<file path="src/logic/eeprom_pkg.sv">
package eeprom_pkg;

    localparam logic [3:0] DEV_TYPE = 4'b1010;      // control byte device code

    // one quarter of a bus bit in CLK cycles
    localparam int QUARTER_CYCLES = 1;
    localparam int BIT_CYCLES     = 4 * QUARTER_CYCLES;
    localparam int PHASE_W        = $clog2(BIT_CYCLES);

    localparam logic [PHASE_W-1:0] PHASE_LAST   = PHASE_W'(BIT_CYCLES - 1);
    localparam logic [PHASE_W-1:0] PHASE_SAMPLE = PHASE_W'(3 * QUARTER_CYCLES - 1);

    localparam logic [3:0] ACK_BIT = 4'd8;          // ninth slot of a byte

    // sequencer states
    localparam logic [3:0] ST_IDLE    = 4'd0;
    localparam logic [3:0] ST_START   = 4'd1;
    localparam logic [3:0] ST_CTRL    = 4'd2;
    localparam logic [3:0] ST_ADDR    = 4'd3;
    localparam logic [3:0] ST_DATA    = 4'd4;
    localparam logic [3:0] ST_RESTART = 4'd5;
    localparam logic [3:0] ST_CTRL_RD = 4'd6;
    localparam logic [3:0] ST_READ    = 4'd7;
    localparam logic [3:0] ST_STOP    = 4'd8;
    localparam logic [3:0] ST_DONE    = 4'd9;

    typedef logic [10:0] addr_t;
    typedef logic [7:0]  data_t;

    typedef union packed {
        struct packed {
            logic [3:0] dev_type;
            logic [2:0] page;       // addr[10:8]
            logic       rw;         // 1 = read
        } f;
        data_t raw;
    } ctrl_byte_u;

    typedef enum logic [1:0] {COND_START, COND_RESTART, COND_STOP} cond_kind_e;

endpackage

</file>
<file path="src/logic/byte_if.sv">
`timescale 1ns/1ns
interface byte_if;

    logic              go;
    logic              rx_mode;
    eeprom_pkg::data_t tx_byte;
    logic              master_nack;     // ninth bit value when receiving
    eeprom_pkg::data_t rx_byte;
    logic              slave_ack;
    logic              done;
    logic              scl;
    logic              sda_out;
    logic              sda_in;          // from the pin

    modport seq
    (
        output go, rx_mode, tx_byte, master_nack,
        input  rx_byte, slave_ack, done, scl, sda_out
    );

    modport shifter
    (
        input  go, rx_mode, tx_byte, master_nack, sda_in,
        output rx_byte, slave_ack, done, scl, sda_out
    );

endinterface

</file>
<file path="src/logic/i2c_byte.sv">
`timescale 1ns/1ns
module i2c_byte
(
    input logic     CLK,
    input logic     RESET,
    byte_if.shifter b
);

    logic                           active;
    logic                           ready;
    logic [eeprom_pkg::PHASE_W-1:0] phase;
    logic [1:0]                     quarter;
    logic [3:0]                     bit_cnt;
    logic                           rx_r;
    logic                           nack_r;
    logic                           ack_bit;
    eeprom_pkg::data_t              sh;

    assign quarter = 2'(phase / eeprom_pkg::QUARTER_CYCLES);
    assign b.done  = active && (bit_cnt == eeprom_pkg::ACK_BIT)
                     && (phase == eeprom_pkg::PHASE_LAST);
    assign ready   = !active || b.done;     // next byte may start on the done cycle

    assign b.rx_byte   = sh;
    assign b.slave_ack = !ack_bit;
    assign b.scl       = active && ((quarter == 2'd1) || (quarter == 2'd2));

    always_comb
    begin
        if (!active)
            b.sda_out = 1'b1;
        else if (bit_cnt == eeprom_pkg::ACK_BIT)
            b.sda_out = rx_r ? nack_r : 1'b1;   // release for slave ack
        else
            b.sda_out = rx_r ? 1'b1 : sh[7];
    end

    always_ff @(posedge CLK)
    begin
        if (RESET)
        begin
            active  <= 1'b0;
            phase   <= '0;
            bit_cnt <= '0;
        end
        else if (b.go && ready)
        begin
            active  <= 1'b1;
            phase   <= '0;
            bit_cnt <= '0;
        end
        else if (active)
        begin
            if (phase == eeprom_pkg::PHASE_LAST)
            begin
                phase <= '0;
                if (bit_cnt == eeprom_pkg::ACK_BIT)
                    active <= 1'b0;
                else
                    bit_cnt <= bit_cnt + 4'd1;
            end
            else
                phase <= phase + 1'b1;
        end
    end

    always_ff @(posedge CLK)
    begin
        if (b.go && ready)
        begin
            sh     <= b.rx_mode ? '0 : b.tx_byte;
            rx_r   <= b.rx_mode;
            nack_r <= b.master_nack;
        end
        else if (active && (bit_cnt != eeprom_pkg::ACK_BIT))
        begin
            if (rx_r && (phase == eeprom_pkg::PHASE_SAMPLE))
                sh <= {sh[6:0], b.sda_in};      // msb first
            else if (!rx_r && (phase == eeprom_pkg::PHASE_LAST))
                sh <= {sh[6:0], 1'b0};
        end

        if (active && (bit_cnt == eeprom_pkg::ACK_BIT) && (phase == eeprom_pkg::PHASE_SAMPLE))
            ack_bit <= b.sda_in;
    end

    // data may only move while scl is low
    a_sda_stable: assert property (@(posedge CLK) disable iff (RESET)
        (active && $past(active) && b.scl && $past(b.scl)) |-> $stable(b.sda_out));

    a_done_pulse: assert property (@(posedge CLK) disable iff (RESET)
        b.done |=> !b.done);

endmodule

</file>
<file path="src/flat_wrapper.sv">
// flat-port wrapper written by rule: the top's interface ports become plain ports
module i2c_byte_flat 
  (CLK, RESET, b_go, b_rx_mode, b_tx_byte, b_master_nack, b_sda_in, b_rx_byte, b_slave_ack, b_done, b_scl, b_sda_out);
  byte_if b_i ();
  input logic CLK;
  input logic RESET;
  input wire logic [$bits(b_i.go)-1:0] b_go;
  input wire logic [$bits(b_i.rx_mode)-1:0] b_rx_mode;
  input wire logic [$bits(b_i.tx_byte)-1:0] b_tx_byte;
  input wire logic [$bits(b_i.master_nack)-1:0] b_master_nack;
  input wire logic [$bits(b_i.sda_in)-1:0] b_sda_in;
  output wire logic [$bits(b_i.rx_byte)-1:0] b_rx_byte;
  output wire logic [$bits(b_i.slave_ack)-1:0] b_slave_ack;
  output wire logic [$bits(b_i.done)-1:0] b_done;
  output wire logic [$bits(b_i.scl)-1:0] b_scl;
  output wire logic [$bits(b_i.sda_out)-1:0] b_sda_out;
  assign b_i.go = b_go;
  assign b_i.rx_mode = b_rx_mode;
  assign b_i.tx_byte = b_tx_byte;
  assign b_i.master_nack = b_master_nack;
  assign b_i.sda_in = b_sda_in;
  assign b_rx_byte = b_i.rx_byte;
  assign b_slave_ack = b_i.slave_ack;
  assign b_done = b_i.done;
  assign b_scl = b_i.scl;
  assign b_sda_out = b_i.sda_out;
  i2c_byte u_core (.CLK(CLK), .RESET(RESET), .b(b_i));
endmodule
</file>
<file path="config.mk">
export PLATFORM = sky130hd
export DESIGN_NAME = i2c_byte_flat
export DESIGN_NICKNAME = d
export VERILOG_FILES = /design/src/logic/eeprom_pkg.sv /design/src/logic/byte_if.sv /design/src/logic/i2c_byte.sv /design/src/flat_wrapper.sv
export SDC_FILE = /design/constraint.sdc
export NUM_CORES = 1
export LEC_CHECK = 0
export BUFFER_PORTS_ARGS = -buffer_cell sky130_fd_sc_hd__buf_4
export CORE_MARGIN = 4
export CORE_UTILIZATION = 40
export DETAILED_ROUTE_END_ITERATION = 10
export RECOVER_POWER = 25
export SLEW_MARGIN = 15
export SYNTH_ARGS = -nofsm -noshare
export SYNTH_HDL_FRONTEND = slang
export SYNTH_SLANG_ARGS = --single-unit
</file>
<file path="constraint.sdc">
create_clock -name CLK -period 2.25 [get_ports CLK]
set_input_delay 0.45 -clock CLK [delete_from_list [all_inputs] [get_ports CLK]]
set_output_delay 0.45 -clock CLK [all_outputs]
set_load 0.05 [all_outputs]
</file>
=== After elaboration in Yosys (flattened, before gate mapping) ===
Index checks and enable logic that the tools add are counted.

* Register bits: 18
* Bits of input ports: 14

* $add $sub $neg: 2
* Muxes and demuxes: 14
* Reductions and logical operators: 18
* Eq/ne operators: 5
* Bitwise logic cells: 1

{| class="wikitable"
|+ Operators with widths
! operator !! number
|-
| two-way mux 8 bit || 5
|-
| logical AND 1 bit || 8
|-
| two-way mux 1 bit || 8
|-
| adder 4 x 1 -> 4 bit, second input constant || 1
|-
| == test 2 bit, second input constant || 2
|-
| == test 4 bit, second input constant || 1
|-
| != test 4 bit, second input constant || 1
|-
| logical NOT 1 bit || 3
|-
| AND reduction 3 bit || 1
|-
| nonzero test 3 bit || 1
|-
| adder 2 x 1 -> 2 bit, second input constant || 1
|-
| == test 2 x 1 -> 1 bit, second input constant || 1
|-
| logical OR 1 bit || 2
|-
| two-way mux 2 bit || 1
|-
| AND reduction 2 bit || 1
|-
| nonzero test 2 bit || 1
|-
| OR reduction 2 bit || 1
|-
| NOT 1 bit || 1
|}

=== Longest topological paths before layout ===
Gate-level depths: netlist of the first run.

* Depth in word-level cells: 7
* Mapped depth: 7
* Gate-level depth less buffers: 6

=== Least setup slack after synthesis of the first run ===
Ideal clock, no wire load.

* Kind: flip-flop to output port
* Start point: reg u_core.bit_cnt[0]
* End point: out b_sda_out
* Cell stages (with the launch flop): 7
* Path slack: -152 ps
* Buffers on the path: 1
* Arrival time: 1952 ps
* Cells stage by stage: dfxtp_1 -> inv_1 -> ha_1 -> and3b_1 -> buf_6 -> nor3_1 -> o21ai_0

* Word-level cells in the longest chain between the ends: 3

{| class="wikitable"
|+ RTL lines
! element !! line !! RTL
|-
| from (decl) || i2c_byte.sv:13 || <nowiki>logic [3:0] bit_cnt;</nowiki>
|-
| from (signal assigned) || i2c_byte.sv:60 || <nowiki>bit_cnt <= bit_cnt + 4'd1;</nowiki>
|-
| == test 4 bit || i2c_byte.sv:32 || <nowiki>else if (bit_cnt == eeprom_pkg::ACK_BIT)</nowiki>
|-
| two-way mux 1 bit || i2c_byte.sv:32 ||
|-
| two-way mux 1 bit || i2c_byte.sv:30 || <nowiki>if (!active)</nowiki>
|-
| to (decl) || flat_wrapper.sv:16 || <nowiki>output wire logic [$bits(b_i.sda_out)-1:0] b_sda_out;</nowiki>
|}

No other way between the ends.

=== Final worst setup path of the first run ===
Same ends and word-level chain as after synthesis.

==> qor.txt, run 1 <==
Critical Path RT = 1800 ps
RSZ-0062 raised after global routing = no
H-Tree Depth = 1
Post-Syn Instances = 80
Pre-CTS WS = 446 ps
Number of global-route vias before repair = 642
Antenna viol nets, final = 0
Layout Utilization = 54.8%
Syn. warnings = 0
# hold bufs at CTS = 0
Static leakage = 0.435 nW
Clock sink count = 18
CTS tree = built
# fillers = 182
Routed WL per cell = 14.5 um
Via count = 737
Core Region = 2020 um^2
Setup Buffers After CTS = 0
Avg Vias per Cell = 5.42
Input/output buffers = 25
Critical path origin = u_core.bit_cnt[0]$_SDFFE_PP0P_
FF+latch count, synth = 18
Worst R2R Setup Slack = 520 ps
Global route overflow = 0
Data arrival, critical path = 1680 ps
Worst-path fanout max = 8
Clock Pin Slew Worst Setup and Hold Paths = 100 ps
DR iter-0 viols = 15
Final Wtd Congestion = 0.816
Worst hold endpoint = u_core.active$_SDFF_PP0_
First-pass GRT wire length = 3080 um
Crit path launch type = flip-flop
Final Worst Setup Slack = 123 ps
Initial core utilization = 43.4%
Post-synth EDFFs = 11
Tcrit/Tclk final = 94.5%
Post-layout min period = 2130 ps
Most frequent cells in the layout = buf_4 (20), edfxtp_1 (11), clkbuf_1 (7), dfxtp_1 (7)
Total power = 0.678 mW
Num CTS Buffers = 3
DRC violations left = 0
Hold WC Path Type = input port to flip-flop
FFs w/ async S/R, synth = 0%
Most common cell after layout, fill and taps aside = buf_4
Netlist cell types = 29
Nets = 128
# diodes = 0
First-pass DRT Iterations = 4
Layout cells sized above 1 = 24.8%
Max Fclk = 470 MHz
Layout area overhead = 26.1%
Die Y = 54.9 um
Die ar. = 3010 um^2
# IOs = 26
Worst setup EP type = output port
Clock Latency Late Sink = 280 ps
Syn_nets = 98
Register Area = 470 um^2
Synthesized area per cell = 11.0 um^2
Status = complete, no violations
Netlist area before placement = 878 um^2
RR Endpoint = u_core.b.rx_byte[1]$_DFFE_PP_
Setup violators final = 0
Hold WS = 330 ps
Root Buffer Master = clkbuf_4
CTS-repair resized insts = 0
Worst hold start = RESET
Worst-margin pin slew = 610 ps
Max IR drop VDD = 326 uV
DP HPWL = 1500 um
Post-Route WL = 1980 um
Global-route usage over all layers = 14.6%
Initial antenna violation count = 0
Multi-input gate area = 367 um^2
Pwr dens = 613 nW/um^2
Final Hold Fails = 0
Skew final = 5.92 ps
Num rows = 16
Die X = 54.9 um
Relative slew slack = 59.5%
Register area share after synthesis = 53.6%
Most used flip-flop cell after synthesis = edfxtp_1
Hold Path Depth = 2
Clock tree buffer depth = 2
Reg2Reg Depth = 6
Largest net degree at the start of global routing = 16
Max-cap violations = 0
TNS Setup = 0 ps
Crit Path Class = flip-flop to output port
Max Slew Vio Count = 0
Reg-to-reg startpoint = u_core.bit_cnt[0]$_SDFFE_PP0P_
==> registers in the layout, summed over array words and instances, names as in the netlist <==
| register | count |
|---|---|
| u_core.b.rx_byte | 8 |
| u_core.phase | 2 |
| u_core.active | 1 |
| u_core.nack_r | 1 |
| u_core.bit_cnt | 4 |
| u_core.rx_r | 1 |
| u_core.ack_bit | 1 |
==> metrics by stage <==
step / cells / cell area, um^2
after floorplan: 80 / 878
after global placement: 132 / 1100
after detailed placement: 132 / 1100
after CTS: 136 / 1130
after global routing: 136 / 1110
final: 136 / 1110
==> cells by family after synthesis <==
| group | count (synthesis) | synth area share, % |
|---|---|---|
| AOI/OAI and AO/OA | 23 | 19.2 |
| adders and majority gates | 4 | 5.70 |
| buffers and inverters | 9 | 4.70 |
| DFF | 18 | 53.6 |
| muxes | 1 | 1.14 |
| and+or+nand+nor | 25 | 15.7 |
==> power by group <==
group	leakage, nW	switching [mW]	internal, mW
Sequential	0.163	0.0148	0.371
Clock	0.0150	0.0961	0.0687
Combinational	0.256	0.0802	0.0475
Total	0.435	0.191	0.487
==> worst max-delay path by stage <==
stage / cells after the start / to
4_1_cts: 6 / b_sda_out
3_5_place_dp: 6 / b_sda_out
6_report: 6 / b_sda_out
5_1_grt: 6 / b_sda_out
2_1_floorplan: 6 / b_sda_out
3_3_place_gp: 6 / b_sda_out
==> cells in the mapped netlist, drive strengths merged, types with 3 or more instances <==
| master | number | area (um^2) |
|---|---|---|
| dfxtp | 7 | 140 |
| nand3 | 3 | 15.0 |
| a21oi | 6 | 30.0 |
| nand2 | 3 | 11.3 |
| or3 | 3 | 18.8 |
| a22o | 6 | 52.6 |
| ha | 4 | 50.1 |
| edfxtp | 11 | 330 |
| nor2 | 6 | 22.5 |
| o21ai | 4 | 20.0 |
| inv | 6 | 22.5 |
==> layout make-up <==
cell class	count	share of cell area, %
tap	27	3.05
sequential	18	42.5
timing repair buffer	28	16.9
clock buffer	4	2.37
multi-input combinational	53	33.1
inverter	6	2.03
==> per-layer routing <==
metal / up-vias / part of all wire [%] / GRT usage, %
met5: - / 0 / 0
met4: 0 / 0.51 / 4.98
met3: 2 / 7.3 / 2.72
met2: 26 / 46 / 20.9
met1: 350 / 47 / 21.5
li1: 359 / - / -
==> critical path: stages (launching register included) <==
cell,delay [ps]
dfxtp_1,410
inv_1,60
ha_1,220
and3b_1,260
nor3_1,150
o21ai_1,80
buf_4,220
No activity file was read; power rests on OpenSTA's default activity.
==> run 2, diff against run 1 <==
--- a/config.mk
+++ b/config.mk
@@ -6,10 +6,15 @@
 export NUM_CORES = 1
 export LEC_CHECK = 0
 export BUFFER_PORTS_ARGS = -buffer_cell sky130_fd_sc_hd__buf_4
+export CELL_PAD_IN_SITES_DETAIL_PLACEMENT = 2
+export CELL_PAD_IN_SITES_GLOBAL_PLACEMENT = 2
+export CORE_ASPECT_RATIO = 0.5
 export CORE_MARGIN = 4
-export CORE_UTILIZATION = 40
+export CORE_UTILIZATION = 30
 export DETAILED_ROUTE_END_ITERATION = 10
+export PLACE_DENSITY_LB_ADDON = 0.25
 export RECOVER_POWER = 25
+export SETUP_SLACK_MARGIN = 0.4
 export SLEW_MARGIN = 15
 export SYNTH_ARGS = -nofsm -noshare
 export SYNTH_HDL_FRONTEND = slang
==> qor.txt, run 2 (synthesis results as in run 1) <==
Internal Power = 0.543 mW
Tcrit/Tclk final = 87.0%
Most common cell after layout, fill and taps aside = buf_4
CTS tree = built
Setup violators final = 0
Most frequent cells in the layout = buf_4 (22), edfxtp_1 (11), a22o_1 (6), a21oi_1 (6), clkbuf_1 (6)
Comb power frac = 18.4%
Die X = 84.5 um
First-pass DRT Iterations = 4
Largest net degree at the start of global routing = 15
Crit-path max cell delay = 390 ps
Die ar. = 3910 um^2
# IOs = 26
Number of global-route vias before repair = 822
Final Hold Fails = 0
Final Worst Setup Slack = 292 ps
Data arrival, critical path = 1510 ps
Fin area = 1240 um^2
Layout cells sized above 1 = 39.5%
Clock Latency Late Sink = 270 ps
# placed instances = 141
# fillers = 291
Global route overflow = 0
Max reg flops = 8
Num CTS Buffers = 3
Hold WC Path Type = input port to flip-flop
# hold bufs at CTS = 0
Relative slew slack = 60.3%
Layout area overhead = 41.5%
Placement Cell Area = 1120 um^2
Num rows = 13
Antenna viol nets, final = 0
Non-Filler Instances = 151
Core Region = 2700 um^2
H-Tree Depth = 1
Max Slew Vio Count = 0
Clock sink count = 18
Slowest cell on crit path = dfxtp_1
Max IR drop VDD = 297 uV
Critical path, cell by cell = ha_1 -> nand2_1 -> nor2_4 -> buf_6
Skew final = 6.25 ps
Initial core utilization = 32.5%
Post-Route WL = 2780 um
RSZ-0062 raised after global routing = yes
Root Buffer Master = clkbuf_8
Pwr dens = 620 nW/um^2
Max Fclk = 511 MHz
Clock Pin Slew Worst Setup and Hold Paths = 80 ps
Routed WL per cell = 18.4 um
CP delay by family, top = flip-flops
Static leakage = 0.479 nW
DR iter-0 viols = 20
Buf/Inv on CP = 1
TNS Setup = 0 ps
Global-route usage over all layers = 14.8%
Via count = 782
Max-cap violations = 0
Clock network fraction of total power = 31.9%
Die Y = 46.3 um
Worst-margin pin slew = 598 ps
Pre-CTS WS = 314 ps
Crit path launch type = flip-flop
Crit Path Class = flip-flop to output port
Status = complete, no violations
Final Wtd Congestion = 0.775
Psw = 0.227 mW
Worst setup EP type = output port
Nets = 133
Critical Path RT = 1800 ps
Post-layout min period = 1960 ps
DRC violations left = 0
First-pass GRT wire length = 4260 um
Avg Vias per Cell = 5.18
DP HPWL = 1870 um
# diodes = 0
Sw Share = 29.5%
Worst-path fanout max = 7
Input/output buffers = 25
Sequential Power Share = 49.8%
Clock tree buffer depth = 2
Initial antenna violation count = 0
## run 2: cell types whose count changed in the layout (fill, tap and decap cells not counted), moves of 3 or more
cell	change
dfxtp_1	-3
clkbuf_4	-3
buf_6	+3
clkbuf_8	+3
dfxtp_2	+3
## run 2: path summary, 6_finish.rpt
| kind | cells after the start | slack [ps] | from | end |
|---|---|---|---|---|
| min | 2 | 350 | RESET | u_core.active$_SDFF_PP0_ |
| min reg2reg | 2 | 550 | u_core.bit_cnt[2]$_SDFFE_PP0P_ | u_core.bit_cnt[2]$_SDFFE_PP0P_ |
| max reg2reg | 4 | 410 | u_core.phase[1]$_SDFFE_PP0P_ | u_core.b.rx_byte[1]$_DFFE_PP_ |
| max | 4 | 290 | u_core.phase[1]$_SDFFE_PP0P_ | b_done |
## run 2: what timing repair did
item,in CTS,in global routing
buffers inserted,4,2
endpoints found under the setup margin,10,10
pin swaps,1,2
resized for setup,15,3
## run 2: layout make-up
cell class	instances	area (um^2)	area share [%]
Clock buffer	3	41.3	3.32
Clock inverter	1	3.75	0.302
Inverter	6	22.5	1.81
Multi-Input combinational cell	53	418	33.6
Sequential cell	18	474	38.2
Tap cell	37	46.3	3.73
Timing Repair Buffer	33	236	19.0
## run 2: through the flow
| stage | hold WS (ps) | utilization [%] | total power, mW |
|---|---|---|---|
| 2_1_floorplan | 469 | - | 0.477 |
| 3_3_place_gp | 500 | 41.5 | 0.528 |
| 3_5_place_dp | 532 | 41.5 | 0.534 |
| 4_1_cts | 356 | 46.2 | 0.779 |
| 5_1_grt | 351 | 46.0 | 0.810 |
| 6_report | 352 | 46.0 | 0.771 |
## run 2: worst reg2reg max path: stages (launching register included)
cell      delay, ps
dfxtp_1         390
ha_1            350
nand4b_1        230
a21bo_2         350
o31ai_4         160
## run 2: per-layer routing
layer | track usage (%) | wire length [um] | up-vias
li1 | - | - | 365
met1 | 17.2 | 1230 | 390
met2 | 28.1 | 1380 | 22
met3 | 5.00 | 126 | 5
met4 | 1.89 | 38 | 0
met5 | 0 | 0 | -
## run 2: power by group through the flow
| stage | Combinational [mW] | Sequential [mW] | Clock (mW) |
|---|---|---|---|
| CTS | 0.148 | 0.383 | 0.248 |
| global route | 0.152 | 0.386 | 0.272 |
| detailed placement | 0.144 | 0.389 | 0 |
| global placement | 0.139 | 0.389 | 0 |
| floorplan | 0.0509 | 0.426 | 0 |
| finish | 0.142 | 0.383 | 0.246 |
==> run 3, diff against run 2 <==
--- a/config.mk
+++ b/config.mk
@@ -5,12 +5,13 @@
 export SDC_FILE = /design/constraint.sdc
 export NUM_CORES = 1
 export LEC_CHECK = 0
+export ABC_AREA = 1
 export BUFFER_PORTS_ARGS = -buffer_cell sky130_fd_sc_hd__buf_4
 export CELL_PAD_IN_SITES_DETAIL_PLACEMENT = 2
 export CELL_PAD_IN_SITES_GLOBAL_PLACEMENT = 2
 export CORE_ASPECT_RATIO = 0.5
 export CORE_MARGIN = 4
-export CORE_UTILIZATION = 30
+export CORE_UTILIZATION = 29
 export DETAILED_ROUTE_END_ITERATION = 10
 export PLACE_DENSITY_LB_ADDON = 0.25
 export RECOVER_POWER = 25
==> qor.txt, run 3 <==
Status = complete, no violations
Initial antenna violation count = 0
Pwr dens = 614 nW/um^2
Layout Utilization = 43.3%
Layout cells sized above 1 = 39.9%
Hold WC Path Type = input port to flip-flop
FF+latch count, synth = 18
Metal3 WL = 110 um
Routed WL per cell = 14.7 um
# IOs = 26
Post-Syn Instances = 109
DP HPWL = 1850 um
TNS Setup = 0 ps
Die X = 89.8 um
H-Tree Depth = 1
Worst R2R Setup Slack = 510 ps
Most frequent cell after synthesis = nand2_1
Top sig layer = met4
Final Hold Fails = 0
Most frequent cells in the layout = nand2_1 (28), buf_4 (19), inv_1 (12)
Most common cell after layout, fill and taps aside = nand2_1
Synth cell count leaders = nand2_1 (29), inv_1 (17), edfxtp_1 (11), nor2_1 (9)
Worst hold start = RESET
Num CTS Buffers = 3
Final Wtd Congestion = 0.691
Met2 routed WL = 1410 um
Clock Pin Slew Worst Setup and Hold Paths = 70 ps
Worst-margin pin slew = 615 ps
Num rows = 14
Max Slew Vio Count = 0
First-pass GRT wire length = 4470 um
Die Y = 48.9 um
Data arrival, critical path = 1380 ps
First-pass DRT Iterations = 2
Reg-to-reg startpoint = u_core.phase[0]$_SDFFE_PP0P_
Synthesized area per cell = 8.90 um^2
Max Fclk = 546 MHz
Worst-path fanout max = 2
Clock Latency Late Sink = 260 ps
# diodes = 0
Syn_nets = 127
Post-Route WL = 2700 um
Nets = 162
Worst setup EP type = output port
CP delay by family, top = flip-flops
Clock sink count = 18
Global route overflow = 0
Largest net degree at the start of global routing = 11
Top post-synthesis cells by area = edfxtp_1 (34%), dfxtp_1 (14%), nand2_1 (11%)
Register area share after synthesis = 48.5%
Post-synth EDFFs = 11
Via count = 844
RSZ-0062 raised after global routing = yes
Antenna viol nets, final = 0
Critical path, cell by cell = inv_2 -> ha_4 -> nand2_2 -> inv_2 -> nand3_4 -> nor3_4 -> nor2_2 -> buf_6
# hold bufs at CTS = 0
Input/output buffers = 25
Core Region = 3100 um^2
Buf/Inv on CP = 3
Critical Path RT = 1800 ps
Fin area = 1340 um^2
Global-route usage over all layers = 12.7%
Number of global-route vias before repair = 916
Layout area overhead = 38.3%
Placement Cell Area = 1210 um^2
Netlist cell types = 20
Max-cap violations = 0
Skew final = 3.93 ps
Post-synth top area share = 34.1%
FFs w/ async S/R, synth = 0%
Setup violators final = 0
Netlist area before placement = 970 um^2
Relative slew slack = 59.2%
Cell taking the most area after synthesis = edfxtp_1
Post-layout min period = 1830 ps
Crit-path max cell delay = 330 ps
Tcrit/Tclk final = 81.4%
Crit path launch type = flip-flop
Slowest cell on crit path = dfxtp_2
Clock tree buffer depth = 2
Root Buffer Master = clkbuf_8
Avg Vias per Cell = 4.61
Initial core utilization = 31.3%
Max IR drop VDD = 303 uV
CTS tree = built
DRC violations left = 0
Most frequent CP cell = inv_2
Die ar. = 4390 um^2
Crit Path Class = flip-flop to output port
Static leakage = 0.553 nW
Most used flip-flop cell after synthesis = edfxtp_1
DR iter-0 viols = 33
Wire length on met1 = 1160 um
Critical path origin = u_core.bit_cnt[0]$_SDFFE_PP0P_
Max reg flops = 8
Syn. warnings = 0
## run 3: worst register-to-register path, delay by kind of cell, from the launching register on
kind                     cells  cell delay, ps
adder cells (fa/ha/maj)      1             220
buffers and inverters        4             500
flip-flops                   1             320
AND/OR/NAND/NOR              4             460
## run 3: layout make-up
type,count,area [um^2]
Fill cell,342,1760
Multi-Input combinational cell,72,478
Sequential cell,18,475
Timing Repair Buffer,32,229
Inverter,17,63.8
Tap cell,40,50.0
Clock buffer,3,41.3
Clock inverter,1,3.75
## run 3: worst paths after layout
| path | to | cells after the start |
|---|---|---|
| max reg2reg | u_core.b.rx_byte[0]$_DFFE_PP_ | 9 |
| max | b_sda_out | 8 |
| min | u_core.active$_SDFF_PP0_ | 2 |
| min reg2reg | u_core.phase[1]$_SDFFE_PP0P_ | 2 |
## run 3: power breakdown
part	total, mW	internal, mW	switching, mW
clock network	0.239	0.122	0.117
registers	0.397	0.379	0.0179
logic	0.188	0.0606	0.127
total	0.823	0.561	0.262
## run 3: metal layers
layer	vias to the layer above	global-route usage [%]
met4	0	3.82
met1	405	14.9
li1	419	-
met2	18	22.6
met3	2	4.01
met5	-	0
## run 3: per-stage QoR
step           instances  hold WS [ps]  power [mW]  worst slack (ps)
2_1_floorplan        109           464       0.525               414
3_5_place_dp         174           497       0.589               439
6_report             183           348       0.823               417
4_1_cts              182           336       0.841               380
3_3_place_gp         174           486       0.584               500
5_1_grt              183           342       0.863               329
## run 3: cell families (layout without fill, tap and decap cells)
logic type | count (synthesis) | count (layout) | synth area share [%]
buffers and inverters | 19 | 53 | 8.52
AOI/OAI and AO/OA | 17 | 17 | 12.6
adders and majority gates | 4 | 4 | 5.16
xor gates and xnor gates | 1 | 1 | 0.903
DFF | 18 | 18 | 48.5
and+or+nand+nor | 50 | 50 | 24.3
## run 3: repair_timing
action | CTS | global route
gates cloned | 0 | 0
setup endpoints to repair | 3 | 4
resized for setup | 20 | 6
pin swaps | 2 | 3
buffers inserted | 4 | 1
